--- src/scan_test_pkg.sv ---
// scan test package
// widths, state encoding and scan mode levels shared by the scan test sequencer

package scan_test_pkg;

  // ----------------------------------------------------------
  // value types
  // ----------------------------------------------------------

  // phase counter value and phase settings
  typedef logic [5:0] phase_t;

  // repeat count and iteration counter
  typedef logic [10:0] repeat_t;

  // number of pattern bits already shifted out
  typedef logic [10:0] shift_cnt_t;

  // ----------------------------------------------------------
  // sequencer states
  // ----------------------------------------------------------

  typedef enum logic [3:0] {
    IDLE,
    DELAY_TEST,
    RESET_PULSE,
    TRIG_HIGH_1,
    TRIG_HIGH_2,
    DELAY_SCANLOAD,
    SCANLOAD_HIGH_1,
    SCANLOAD_HIGH_2,
    SHIFT_IN_0,
    SHIFT_IN,
    DONE,
    SAVE_ITER,
    REPEAT_DONE
  } seq_state_t;

  // scan_load levels toward the ASIC
  // low selects the serial shift path, high the parallel comparator load
  localparam logic SCAN_MODE_SHIFT_IN  = 1'b0;
  localparam logic SCAN_MODE_LOAD_COMP = 1'b1;

endpackage

--- src/scan_test_ifs.sv ---
// scan test interfaces
// captured configuration bus and pattern register control bus

`timescale 1ns/1ps

// configuration held stable for a whole run
interface scan_cfg_if import scan_test_pkg::*; ();

  phase_t  test_delay;
  phase_t  trig_phase;
  phase_t  scan_load_delay;
  logic    load_delay_disable;
  repeat_t repeat_count;
  logic    reset_pulse_mask;

  modport cfg_src (
    output test_delay, trig_phase, scan_load_delay,
    output load_delay_disable, repeat_count, reset_pulse_mask
  );

  modport cfg_dst (
    input test_delay, trig_phase, scan_load_delay,
    input load_delay_disable, repeat_count, reset_pulse_mask
  );

endinterface

// load and shift commands toward the pattern register, status back
interface scan_chain_if ();

  logic reg_load;
  logic reg_shift;
  logic bit0;
  logic shift_done;

  modport ctrl (
    output reg_load, reg_shift,
    input  bit0, shift_done
  );

  modport chain (
    input  reg_load, reg_shift,
    output bit0, shift_done
  );

endinterface

--- src/phase_timer.sv ---
// phase timer
// free-running phase counter and the registered test, shift and trigger strobes

`timescale 1ns/1ps

module phase_timer import scan_test_pkg::*; #(
  parameter int PHASE_PERIOD = 16
) (
  input  logic        clk,
  input  logic        test_mask_reset_not,
  scan_cfg_if.cfg_dst cfg,
  output logic        test_tick,
  output logic        shift_tick,
  output logic        trig_tick
);

  localparam phase_t LAST_PHASE = phase_t'(PHASE_PERIOD - 1);

  phase_t phase_cnt;
  phase_t phase_next;
  phase_t shift_phase;

  assign phase_next = (phase_cnt == LAST_PHASE) ? '0 : phase_cnt + phase_t'(1);

  // shift point two counts ahead of the test point, wrapped into the period
  assign shift_phase = (cfg.test_delay >= phase_t'(2)) ?
                       cfg.test_delay - phase_t'(2) :
                       phase_t'(int'(cfg.test_delay) + PHASE_PERIOD - 2);

  // strobes compare against the next count so they line up with phase_cnt
  always_ff @(posedge clk) begin
    if (test_mask_reset_not) begin
      phase_cnt  <= '0;
      test_tick  <= 1'b0;
      shift_tick <= 1'b0;
      trig_tick  <= 1'b0;
    end else begin
      phase_cnt  <= phase_next;
      test_tick  <= (phase_next == cfg.test_delay);
      shift_tick <= (phase_next == shift_phase);
      trig_tick  <= (phase_next == cfg.trig_phase);
    end
  end

endmodule

--- src/scan_chain_reg.sv ---
// scan chain pattern register
// loads the test pattern, shifts it out lsb first and counts the shifts

`timescale 1ns/1ps

module scan_chain_reg import scan_test_pkg::*; #(
  parameter int SCAN_BITS = 32
) (
  input  logic                 clk,
  input  logic                 test_mask_reset_not,
  input  logic [SCAN_BITS-1:0] pattern,
  scan_chain_if.chain          chain
);

  logic [SCAN_BITS-1:0] shift_reg;
  shift_cnt_t           shift_cnt;

  // ----------------------------------------------------------
  // pattern shift register
  // ----------------------------------------------------------

  always_ff @(posedge clk) begin
    if (chain.reg_load) begin
      shift_reg <= pattern;
    end else if (chain.reg_shift) begin
      // shift right, the next bit moves into bit 0
      shift_reg <= shift_reg >> 1;
    end
  end

  assign chain.bit0 = shift_reg[0];

  // ----------------------------------------------------------
  // shift counter
  // ----------------------------------------------------------

  always_ff @(posedge clk) begin
    if (test_mask_reset_not) begin
      shift_cnt <= '0;
    end else if (chain.reg_load) begin
      shift_cnt <= '0;
    end else if (chain.reg_shift) begin
      shift_cnt <= shift_cnt + shift_cnt_t'(1);
    end
  end

  // all pattern bits have been moved through bit 0
  assign chain.shift_done = (shift_cnt == shift_cnt_t'(SCAN_BITS));

endmodule

--- src/scan_sequencer.sv ---
// scan test sequencer
// phase-aligned FSM that drives ASIC reset, trigger, scan_load and the serial pattern

`timescale 1ns/1ps

module scan_sequencer import scan_test_pkg::*; (
  input  logic        clk,
  input  logic        test_mask_reset_not,
  input  logic        run_start,
  scan_cfg_if.cfg_dst cfg,
  input  logic        test_tick,
  input  logic        shift_tick,
  input  logic        trig_tick,
  scan_chain_if.ctrl  ctrl,
  output logic        busy,
  output logic        asic_reset_not,
  output logic        scan_load,
  output logic        scan_in,
  output logic        vin_test_trig_out,
  output logic        status_done,
  output logic        repeat_done
);

  seq_state_t state;
  phase_t     delay_cnt;
  repeat_t    iter_cnt;

  // ----------------------------------------------------------
  // state machine and registered outputs
  // ----------------------------------------------------------

  always_ff @(posedge clk) begin
    if (test_mask_reset_not) begin
      state             <= IDLE;
      delay_cnt         <= '0;
      iter_cnt          <= '0;
      busy              <= 1'b0;
      asic_reset_not    <= 1'b1;
      scan_load         <= SCAN_MODE_LOAD_COMP;
      scan_in           <= 1'b0;
      vin_test_trig_out <= 1'b0;
      status_done       <= 1'b0;
      repeat_done       <= 1'b0;
      ctrl.reg_load     <= 1'b0;
      ctrl.reg_shift    <= 1'b0;
    end else begin
      // single cycle strobes
      ctrl.reg_load  <= 1'b0;
      ctrl.reg_shift <= 1'b0;
      repeat_done    <= 1'b0;

      case (state)
        IDLE: begin
          if (run_start) begin
            state         <= DELAY_TEST;
            busy          <= 1'b1;
            iter_cnt      <= '0;
            ctrl.reg_load <= 1'b1;
          end
        end

        DELAY_TEST: begin
          status_done <= 1'b0;
          if (test_tick) begin
            state <= RESET_PULSE;
            // mask set keeps the pixel reset high
            asic_reset_not <= cfg.reset_pulse_mask;
            scan_load      <= SCAN_MODE_SHIFT_IN;
          end
        end

        RESET_PULSE: begin
          if (test_tick) begin
            state          <= TRIG_HIGH_1;
            asic_reset_not <= 1'b1;
          end
        end

        TRIG_HIGH_1: begin
          if (trig_tick) begin
            vin_test_trig_out <= 1'b1;
          end
          if (test_tick) begin
            state <= TRIG_HIGH_2;
          end
        end

        TRIG_HIGH_2: begin
          if (trig_tick) begin
            vin_test_trig_out <= 1'b0;
          end
          if (test_tick) begin
            if (cfg.load_delay_disable) begin
              // no load window, go straight to shifting
              state   <= SHIFT_IN_0;
              scan_in <= ctrl.bit0;
            end else if (cfg.scan_load_delay == '0) begin
              state     <= SCANLOAD_HIGH_1;
              scan_load <= SCAN_MODE_LOAD_COMP;
            end else begin
              state     <= DELAY_SCANLOAD;
              delay_cnt <= phase_t'(1);
            end
          end
        end

        // waits scan_load_delay phase periods
        DELAY_SCANLOAD: begin
          if (test_tick) begin
            if (delay_cnt == cfg.scan_load_delay) begin
              state     <= SCANLOAD_HIGH_1;
              scan_load <= SCAN_MODE_LOAD_COMP;
            end else begin
              delay_cnt <= delay_cnt + phase_t'(1);
            end
          end
        end

        // the one-period parallel load window
        SCANLOAD_HIGH_1: begin
          if (test_tick) begin
            state     <= SCANLOAD_HIGH_2;
            scan_load <= SCAN_MODE_SHIFT_IN;
            scan_in   <= ctrl.bit0;
          end
        end

        // window closed, first pattern bit on scan_in
        SCANLOAD_HIGH_2: begin
          ctrl.reg_shift <= shift_tick;
          if (test_tick) begin
            state   <= SHIFT_IN_0;
            scan_in <= ctrl.bit0;
          end
        end

        SHIFT_IN_0: begin
          ctrl.reg_shift <= shift_tick;
          if (test_tick) begin
            state   <= SHIFT_IN;
            scan_in <= ctrl.bit0;
          end
        end

        // the last shift lands right on test_tick, so shift_done ends the period
        SHIFT_IN: begin
          ctrl.reg_shift <= shift_tick;
          if (ctrl.shift_done) begin
            state       <= DONE;
            scan_load   <= SCAN_MODE_LOAD_COMP;
            scan_in     <= 1'b0;
            status_done <= 1'b1;
          end else if (test_tick) begin
            scan_in <= ctrl.bit0;
          end
        end

        DONE: begin
          state    <= SAVE_ITER;
          iter_cnt <= iter_cnt + repeat_t'(1);
        end

        SAVE_ITER: begin
          if (iter_cnt >= cfg.repeat_count) begin
            state       <= REPEAT_DONE;
            repeat_done <= 1'b1;
          end else begin
            state         <= DELAY_TEST;
            ctrl.reg_load <= 1'b1;
          end
        end

        REPEAT_DONE: begin
          state <= IDLE;
          busy  <= 1'b0;
        end

        default: begin
          state <= IDLE;
        end
      endcase
    end
  end

endmodule

--- src/scan_test_config.sv ---
// scan test configuration register
// snapshots the settings on start so they stay fixed while a run is in progress

`timescale 1ns/1ps

module scan_test_config import scan_test_pkg::*; (
  input  logic               clk,
  input  logic               test_mask_reset_not,
  input  logic               start,
  input  logic               busy,
  input  phase_t             cfg_test_delay,
  input  phase_t             cfg_trig_phase,
  input  phase_t             cfg_scan_load_delay,
  input  logic               cfg_load_delay_disable,
  input  logic               cfg_reset_pulse_mask,
  input  repeat_t            cfg_repeat_count,
  scan_cfg_if.cfg_src        cfg,
  output logic               run_start
);

  logic capture;

  // busy rises one cycle after run_start, so that cycle is blocked here
  assign capture = start && !busy && !run_start;

  always_ff @(posedge clk) begin
    if (test_mask_reset_not) begin
      run_start              <= 1'b0;
      cfg.test_delay         <= '0;
      cfg.trig_phase         <= '0;
      cfg.scan_load_delay    <= '0;
      cfg.load_delay_disable <= 1'b0;
      cfg.repeat_count       <= '0;
      cfg.reset_pulse_mask   <= 1'b0;
    end else begin
      run_start <= capture;
      if (capture) begin
        cfg.test_delay         <= cfg_test_delay;
        cfg.trig_phase         <= cfg_trig_phase;
        cfg.scan_load_delay    <= cfg_scan_load_delay;
        cfg.load_delay_disable <= cfg_load_delay_disable;
        cfg.repeat_count       <= cfg_repeat_count;
        cfg.reset_pulse_mask   <= cfg_reset_pulse_mask;
      end
    end
  end

endmodule

--- src/scan_test_top.sv ---
// scan test top level
// configuration register, phase timer, pattern register and sequencer

`timescale 1ns/1ps

module scan_test_top import scan_test_pkg::*; #(
  parameter int PHASE_PERIOD = 16,
  parameter int SCAN_BITS    = 32
) (
  input  logic                 clk,
  input  logic                 test_mask_reset_not,
  input  logic                 start,
  input  phase_t               cfg_test_delay,
  input  phase_t               cfg_trig_phase,
  input  phase_t               cfg_scan_load_delay,
  input  logic                 cfg_load_delay_disable,
  input  logic                 cfg_reset_pulse_mask,
  input  repeat_t              cfg_repeat_count,
  input  logic [SCAN_BITS-1:0] pattern,
  output logic                 asic_reset_not,
  output logic                 scan_load,
  output logic                 scan_in,
  output logic                 vin_test_trig_out,
  output logic                 status_done,
  output logic                 repeat_done,
  output logic                 busy
);

  scan_cfg_if   cfg_bus ();
  scan_chain_if chain_bus ();

  logic run_start;
  logic test_tick;
  logic shift_tick;
  logic trig_tick;

  scan_test_config scan_test_config_i (
    .clk                    (clk),
    .test_mask_reset_not    (test_mask_reset_not),
    .start                  (start),
    .busy                   (busy),
    .cfg_test_delay         (cfg_test_delay),
    .cfg_trig_phase         (cfg_trig_phase),
    .cfg_scan_load_delay    (cfg_scan_load_delay),
    .cfg_load_delay_disable (cfg_load_delay_disable),
    .cfg_reset_pulse_mask   (cfg_reset_pulse_mask),
    .cfg_repeat_count       (cfg_repeat_count),
    .cfg                    (cfg_bus.cfg_src),
    .run_start              (run_start)
  );

  phase_timer #(
    .PHASE_PERIOD (PHASE_PERIOD)
  ) phase_timer_i (
    .clk                 (clk),
    .test_mask_reset_not (test_mask_reset_not),
    .cfg                 (cfg_bus.cfg_dst),
    .test_tick           (test_tick),
    .shift_tick          (shift_tick),
    .trig_tick           (trig_tick)
  );

  scan_chain_reg #(
    .SCAN_BITS (SCAN_BITS)
  ) scan_chain_reg_i (
    .clk                 (clk),
    .test_mask_reset_not (test_mask_reset_not),
    .pattern             (pattern),
    .chain               (chain_bus.chain)
  );

  scan_sequencer scan_sequencer_i (
    .clk                 (clk),
    .test_mask_reset_not (test_mask_reset_not),
    .run_start           (run_start),
    .cfg                 (cfg_bus.cfg_dst),
    .test_tick           (test_tick),
    .shift_tick          (shift_tick),
    .trig_tick           (trig_tick),
    .ctrl                (chain_bus.ctrl),
    .busy                (busy),
    .asic_reset_not      (asic_reset_not),
    .scan_load           (scan_load),
    .scan_in             (scan_in),
    .vin_test_trig_out   (vin_test_trig_out),
    .status_done         (status_done),
    .repeat_done         (repeat_done)
  );

endmodule

--- config.mk ---
export PLATFORM = sky130hd
export DESIGN_NAME = scan_test_top
export DESIGN_NICKNAME = d
export VERILOG_FILES = /design/src/scan_test_pkg.sv /design/src/scan_test_ifs.sv /design/src/phase_timer.sv /design/src/scan_chain_reg.sv /design/src/scan_sequencer.sv /design/src/scan_test_config.sv /design/src/scan_test_top.sv
export SDC_FILE = /design/constraint.sdc
export NUM_CORES = 1
export LEC_CHECK = 0
export ABC_AREA = 1
export BUFFER_PORTS_ARGS = -buffer_cell sky130_fd_sc_hd__buf_2
export CORE_MARGIN = 10
export CORE_UTILIZATION = 58
export DETAILED_ROUTE_END_ITERATION = 8
export PLACE_DENSITY = 0.91
export SYNTH_ARGS = -nofsm -noshare
export SYNTH_HDL_FRONTEND = slang
export SYNTH_SLANG_ARGS = --single-unit
--- constraint.sdc ---
create_clock -name clk -period 2.4 [get_ports clk]
set_input_delay 0.12 -clock clk [delete_from_list [all_inputs] [get_ports clk]]
set_output_delay 0.12 -clock clk [all_outputs]
set_load 0.1 [all_outputs]
* Word-level counts from Yosys, hierarchy flattened *
Cells that the tools add are included.

word-level totals
  RAM bits = 0
  output and inout bits = 7
  memories kept = 0
  memory bits (read-only) = 0
  input bits = 66
  bits in latches = 0
  flip-flop bits (word level) = 114
  logic and storage cells = 156

cells by class
  magnitude comparators = 2
  divide/modulo/power cells = 0
  multiplexer cells = 53
  multiply operators = 0
  add/sub/neg operators = 7
  bitwise gates (word level) = 2
  shift operators = 0
  equality and inequality tests = 37
  reduce and logical (&&, ||, !) cells = 30

operators with widths
  operator               count
  $mux 32                2
  $mux 4                 13
  $pmux 4 s12            1
  $mux 6                 7
  $ne 2x2->1 const B     16
  $eq 6x6->1             4
  $add 11x1->11 const B  2
  $pmux 11 s2            1
  $eq 4x4->1 const B     5
  $mux 1                 19
  $eq 4x3->1 const B     4
  $reduce_bool 2->1      7
  $add 6x1->6 const B    2
  $pmux 6 s2             1
  $eq 11x6->1 const B    1
  $ge 11x11->1           1
  $mux 11                1
  $reduce_and 11->1      1
  $pmux 1 s2             5
  $reduce_and 3->1       3
  $eq 4x2->1 const B     2
  $reduce_and 8->1       1
  $reduce_or 2->1        4
  $add 6x5->6 const B    1
  19 further kinds       27

* Longest topological paths before layout *
Gate-level depths: netlist of run 1.

  depth after elaboration = 5
  gate-level depth with buffers = 12
  depth with buffers taken out = 12

* Hierarchy *
Synthesis of run 1 repeated with hierarchy kept, for this count alone.

unflattened totals
  cells, all modules = 879
  area, all modules = 6192.2 µm²

by module, submodules not included
  module            area an instance (µm²)  cells each  sequential area each (µm²)  times used
  scan_sequencer    2163.3                  336         600.6                       1
  scan_chain_reg    1963.1                  219         1181.1                      1
  scan_test_config  1320.0                  201         640.6                       1
  phase_timer       745.7                   123         180.2                       1

* Worst setup path before layout of run 1 *
No wires, ideal clock.

  path kind = reg2reg
  start point = register scan_sequencer_i.busy
  end point = register scan_test_config_i.cfg.repeat_count[9]
  setup time = 0.128 ns
  path slack = 0.365 ns
  data arrival time = 1.906 ns
  buffers on the path = 2
  period minus slack after synthesis = 2.035 ns
  cell stages (with the launch flop) = 6
  data required time = 2.272 ns
  cell sequence = dfxtp_1 > nor2_1 > inv_1 > clkbuf_1 > clkbuf_1 > a21oi_1

between the ends
  word-level cells in the longest chain between the ends = 3

ends and longest elaborated chain
  item                             line                    source
  start, declared                  scan_sequencer.sv:15    output logic busy,
  start signal, assigned           scan_sequencer.sv:37    busy <= 1'b0;
  start signal, assigned           scan_sequencer.sv:56    busy <= 1'b1;
  start signal, assigned           scan_sequencer.sv:175   busy <= 1'b0;
  $logic_not 1->1                  scan_test_config.sv:24  assign capture = start && !busy && !run_start;
  $logic_and 1x1->1 (2 in series)  scan_test_config.sv:24
  end signal, assigned             scan_test_config.sv:42  cfg.repeat_count <= cfg_repeat_count;
  end, declared                    scan_test_ifs.sv:18     output load_delay_disable, repeat_count, reset_pulse_mask

Every way passes these cells.
A chain may end at the register's enable or synchronous reset.

* Final worst setup path of run 1 *
  start point = register scan_test_config_i.run_start
  end point = register scan_test_config_i.cfg.repeat_count[5]

between the ends
  word-level cells in the longest chain between the ends = 2

ends and longest elaborated chain
  item                    line                    source
  start, declared         scan_test_config.sv:18  output logic run_start
  start signal, assigned  scan_test_config.sv:36  run_start <= capture;
  $logic_not 1->1         scan_test_config.sv:24
  $logic_and 1x1->1       scan_test_config.sv:24

Every way passes these cells.

==> impl_metrics.json, run 1 <==
{
  "violations": "design-rule violations",
  "drv_cap": 0,
  "synth_warnings": 0,
  "synth.top_cell.area_share": 0.287,
  "crit_fanout": 40,
  "cts.sinks": 114,
  "synth_seq_cells": 114,
  "internal-power_mw": 3.78,
  "p_switching_mw": 1.78,
  "status": "finished, violations left",
  "yosysMostFrequentCell": "nand2_1",
  "die_y_um": 119,
  "drt_wl_total_mm": 16.4,
  "synthToLayoutAreaGrowth_pct": 29.4,
  "synth_edf_count": 32,
  "crit_arrival_ps": 2350,
  "rsz0062_at_grt": "no",
  "finalSetupTns_ps": 0,
  "seq_area_frac_synth": 0.455,
  "cts_max_level": 4,
  "largest_register_ffs": 32,
  "core-area_um2": 9680,
  "port_buffers": 72,
  "dr.pass1.iters": 9,
  "yosysTopAreaCell": "dfxtp_1",
  "grt-ovfl-total": 0,
  "cts-root-buf": "clkbuf_8",
  "ctsLongestPathBuffers": 2,
  "synth_common_cells": "nand2_1, inv_1, nor2_1",
  "synth_area_per_cell_um2": 7.38,
  "path_class": "reg2reg",
  "hold_class": "in2reg",
  "fin_crit_sh": 0.815,
  "clk_pin_slew_worst_paths_ps": 60,
  "antenna_left": 0,
  "ios": 73,
  "finalSetupViolCount": 0,
  "fmax_mhz": 511,
  "dieWidth_um": 119,
  "grt_max_degree": 41,
  "hold_viol": 0,
  "vias": 5806,
  "worst_pin_slew_ps": 537,
  "drive_gt1_frac": 0.160,
  "slew_viol_final": 0,
  "power.total_mw": 5.56,
  "grt.total_usage": 0.229,
  "multi_input_area_um2": 2670,
  "drc_errors": 38,
  "dp_hpwl_mm": 9.28,
  "initial_core_util": 0.591,
  "grt_pass1_vias": 5864,
  "synth_area_leaders": "dfxtp_1, edfxtp_1, nand2_1",
  "cp.required_ps": 2790,
  "p_sw_frac": 0.320,
  "pwr-share-clk": 0.422,
  "regArea_um2": 2600,
  "fillCellCount": 614,
  "gp_routability_congestion": 0.985,
  "period_minus_slack_ps": 1960,
  "total_leakage_power_nw": 3.31,
  "worst_skew_pair.late_latency_ps": 530,
  "cts.repair.resized": 0,
  "synthArstFlopShare": 0,
  "tritoncts": "yes",
  "cts_buffers": 17,
  "synthesis.area_um2": 5720,
  "dieArea_um2": 14200,
  "combPwrFrac": 0.180,
  "grt_first_pass_wirelength_mm": 27.2,
  "dp_slack_ps": 676,
  "wl_per_cell_um": 15.4,
  "relSlewSlack": 0.645,
  "peakVddDrop_v": 0.000519,
  "worst_slack_ps": 444,
  "nets": 1000,
  "p_per_area_nw_per_um2": 750,
  "skew_ps": 10.0,
  "worstSetupStartpointType": "flop",
  "vias_per_cell": 5.45,
  "ys.flop_type": "dfxtp_1",
  "power_frac_seq": 0.398,
  "syn_inst": 776,
  "synth_cell_types": 36,
  "synth.net_count": 859,
  "endpoint_kind": "flop",
  "antenna_found_initial": 2,
  "drt_iter0_markers": 785,
  "num_rows": 36
}
what timing repair did:
action                    CTS  global route
buffers inserted            0             0
hold endpoints to repair   65             0
hold buffers               64             0
cell usage in the layout (no fill, tap or decap), drive strengths merged, types with 3 or more instances in the layout:
master	count
o21ai	52
a211oi	4
dfxtp	82
clkinv	4
nand3	38
dlygate4sd3	64
clkinvlp	3
a21oi	60
edfxtp	32
nand2	226
buf	79
nor2	95
a221oi	3
inv	106
ha	17
nand4	7
clkbuf	17
or2	3
xor2	9
xnor2	5
nor3	9
stage by stage:
stage	util	cells	hold WS, ps	cell area (µm²)
floorplan	-	776	255	5720
global placement	0.643	967	354	6220
detailed placement	0.643	967	361	6220
CTS	0.764	1063	87.3	7400
global route	0.765	1065	156	7410
finish	0.765	1065	123	7410
routing by layer:
layer  part of all wire  vias to the layer above  track usage
met1               0.38                     2603        0.258
li1                   -                     2790            -
met5                  0                        -            0
met3              0.070                      105       0.0458
met2               0.50                      308        0.389
met4              0.055                        0        0.144
cell families (layout without fill, tap and decap cells):
logic type                 after synthesis  after routing  synth area share
AOI/OAI and AO/OA                      131            131             0.127
xor gates and xnor gates                14             14            0.0214
adders and majority gates               17             17            0.0372
buffers and inverters                  119            273            0.0789
DFF                                    114            114             0.455
other                                    0              2                 0
and+or+nand+nor                        381            381             0.281
worst max-delay path: stages, from the launching register on:
cell and delay, ps:
dfxtp_1 310, inv_1 60, nand2_1 50, nor2_1 310, inv_1 340, buf_4 340, o21ai_0 300, a21oi_1 100
worst paths after layout:
check	from	endpoint	slack, ps	cells after the start
setup reg to reg	scan_test_config_i.run_start	scan_test_config_i.cfg.repeat_count[5]	440	7
hold / removal	start	scan_test_config_i.cfg.repeat_count[0]	120	5
hold reg to reg	phase_timer_i.shift_tick	scan_sequencer_i.ctrl.reg_shift	460	2
setup / recovery	scan_test_config_i.run_start	scan_test_config_i.cfg.repeat_count[5]	440	7
layout make-up:
class,count,share of cell area
multi-input cells,543,0.360
flip-flops and latches,114,0.351
repair buffers,143,0.142
clock buffers,17,0.0559
inverters,98,0.0503
well taps,133,0.0225
clock inverters,15,0.0167
diodes,2,0.000676
power by group through the flow:
stage / Combinational, mW / Clock, mW / Sequential (mW)
2_1_floorplan: 0.575 / 0 / 2.31
3_3_place_gp: 0.835 / 0 / 2.24
3_5_place_dp: 0.856 / 0 / 2.25
4_1_cts: 0.950 / 2.30 / 2.21
5_1_grt: 1.11 / 2.43 / 2.23
6_report: 1.00 / 2.34 / 2.21
No activity file was read; power rests on OpenSTA's default activity.
==> run 2: changes to the inputs <==
Settings changed: CORE_UTILIZATION 58 to 52, PLACE_DENSITY 0.91 to 0.87.
Clock period 2.4 ns to 1.64 ns, I/O delays scaled along.
==> run 2 against run 1 <==
  * The run ends with negative setup slack left
  * Clock skew up 2.9 ps
  * First-iteration DRC count up 11%
  * Critical path depth up 3
  * Wire length up 19%
  * Sequential share of layout area down 1.4 points
  * Register-to-register slack worse by 550 ps
  * Largest cell class unchanged
==> impl_metrics.json, run 2 (synthesis results as in run 1) <==
{
  "status": "finished, violations left",
  "violations": "negative setup slack",
  "cp.required_ps": 2030,
  "antenna_found_initial": 2,
  "hold_depth": 5,
  "initial_core_util": 0.530,
  "drc_errors": 0,
  "power.total_mw": 8.65,
  "grt-ovfl-total": 0,
  "path_class": "reg2reg",
  "peakVddDrop_v": 0.000754,
  "regArea_um2": 2650,
  "total_leakage_power_nw": 3.42,
  "hold_viol": 0,
  "dp_slack_ps": 35.3,
  "nets": 1013,
  "synthToLayoutAreaGrowth_pct": 37.0,
  "fin_crit_sh": 1.07,
  "finalSetupTns_ps": -368,
  "port_buffers": 72,
  "hold_class": "in2reg",
  "ctsLongestPathBuffers": 2,
  "slew_viol_final": 0,
  "dp_hpwl_mm": 9.56,
  "vias_per_cell": 5.72,
  "grt_max_degree": 55,
  "p_per_area_nw_per_um2": 1100,
  "finalSetupViolCount": 9,
  "drv_cap": 0,
  "p_switching_mw": 2.73,
  "fillCellCount": 651,
  "cts_max_level": 4,
  "cts.sinks": 114,
  "internal-power_mw": 5.92,
  "dieArea_um2": 15600,
  "worstSetupStartpointType": "flop",
  "pwr-share-clk": 0.430,
  "skew_ps": 12.9,
  "dp.cells": 983,
  "grt_first_pass_wirelength_mm": 26.5,
  "drt_iter0_markers": 874,
  "num_rows": 38,
  "drive_gt1_frac": 0.253,
  "cts-root-buf": "clkbuf_8",
  "dieWidth_um": 125,
  "worst_skew_pair.late_latency_ps": 530,
  "relSlewSlack": 0.530,
  "final_common_cell": "nand2_1",
  "endpoint_kind": "flop",
  "worst_slack_ps": -108,
  "crit_fanout": 3,
  "fin_cells": 1085,
  "die_y_um": 125,
  "wl_per_cell_um": 17.9,
  "layout_common_cells": "nand2_1, inv_1, nor2_1",
  "period_minus_slack_ps": 1750,
  "worst_pin_slew_ps": 699,
  "tritoncts": "yes",
  "gr-usage-met2": 0.359,
  "clk_pin_slew_worst_paths_ps": 60,
  "dr.pass1.iters": 8,
  "vias": 6201,
  "met1_usage": 0.218,
  "combPwrFrac": 0.192,
  "power_frac_seq": 0.378,
  "holdWs_ps": 135,
  "p_sw_frac": 0.315,
  "largest_register_ffs": 32,
  "grt.total_usage": 0.203,
  "drt_wl_total_mm": 19.5,
  "rsz0062_at_grt": "yes",
  "cts_buffers": 17,
  "gr-usage-met3": 0.0545,
  "crit_arrival_ps": 2140,
  "gp_routability_congestion": 0.941,
  "worst-r2r-cell-count": 10,
  "multi_input_area_um2": 2880,
  "fmax_mhz": 572,
  "antenna_left": 0,
  "core-area_um2": 10800,
  "busiest_layer": "met2",
  "ios": 73,
  "grt_pass1_vias": 5720
}
run 2: cell count changes in the layout (fill, tap and decap cells not counted), sizes merged:
cell,delta
clkinv,+2
buf,+13
inv,-5
bufinv,+1
clkbuf,+3
clkinvlp,-1
run 2: worst paths after layout:
kind                            slack, ps                      endpoint                                    from
worst min register to register        450    phase_timer_i.phase_cnt[0]              phase_timer_i.phase_cnt[0]
worst min-delay path                  140  scan_test_config_i.run_start                                   start
worst max-delay path                 -110     scan_sequencer_i.state[3]  scan_test_config_i.cfg.repeat_count[6]
worst max register to register       -110     scan_sequencer_i.state[3]  scan_test_config_i.cfg.repeat_count[6]
run 2: what timing repair did:
item                                   4_1_cts  5_1_grt
hold buffers                                64        0
buffers inserted                             0        4
endpoints found under the hold margin       68        0
resized for setup                            2       83
gates cloned                                 0        0
pin swaps                                    0       27
setup endpoints to repair                    2       24
run 2: final cells by class:
| class | instances | share of cell area |
|---|---|---|
| Clock buffer | 20 | 0.0596 |
| Multi-Input combinational cell | 543 | 0.367 |
| Tap cell | 140 | 0.0223 |
| Timing Repair Buffer | 156 | 0.150 |
| Inverter | 98 | 0.0475 |
| Antenna cell | 2 | 0.000638 |
| Clock inverter | 12 | 0.0153 |
| Sequential cell | 114 | 0.337 |
run 2: power groups by stage:
stage	Sequential [mW]	Clock, mW	Combinational, mW
floorplan	3.38	0	0.842
global placement	3.29	0	1.26
detailed placement	3.29	0	1.29
CTS	3.23	3.62	1.43
global route	3.28	3.83	1.79
finish	3.27	3.72	1.66
run 2: metrics by stage:
| stage | util | area [µm²] |
|---|---|---|
| after CTS | 0.701 | 7560 |
| after global placement | 0.587 | 6330 |
| final | 0.727 | 7850 |
| after global routing | 0.727 | 7850 |
| after detailed placement | 0.587 | 6330 |
| after floorplan | - | 5730 |
run 2: worst max-delay path, stage by stage (launching register included):
cell and delay (ps):
dfxtp_1 310, inv_1 160, ha_4 250, a21oi_2 190, a21boi_2 90, nor2_2 190, nand2_1 90, nand2_2 110
nand2_1 90, nand2_1 80, a21oi_1 60
run 2: layer usage:
metal | wire, µm | part of all wire | vias up
met5 | 0 | 0 | -
met4 | 1370 | 0.070 | 0
met3 | 1670 | 0.086 | 157
met2 | 9410 | 0.48 | 440
met1 | 7010 | 0.36 | 2788
li1 | - | - | 2816
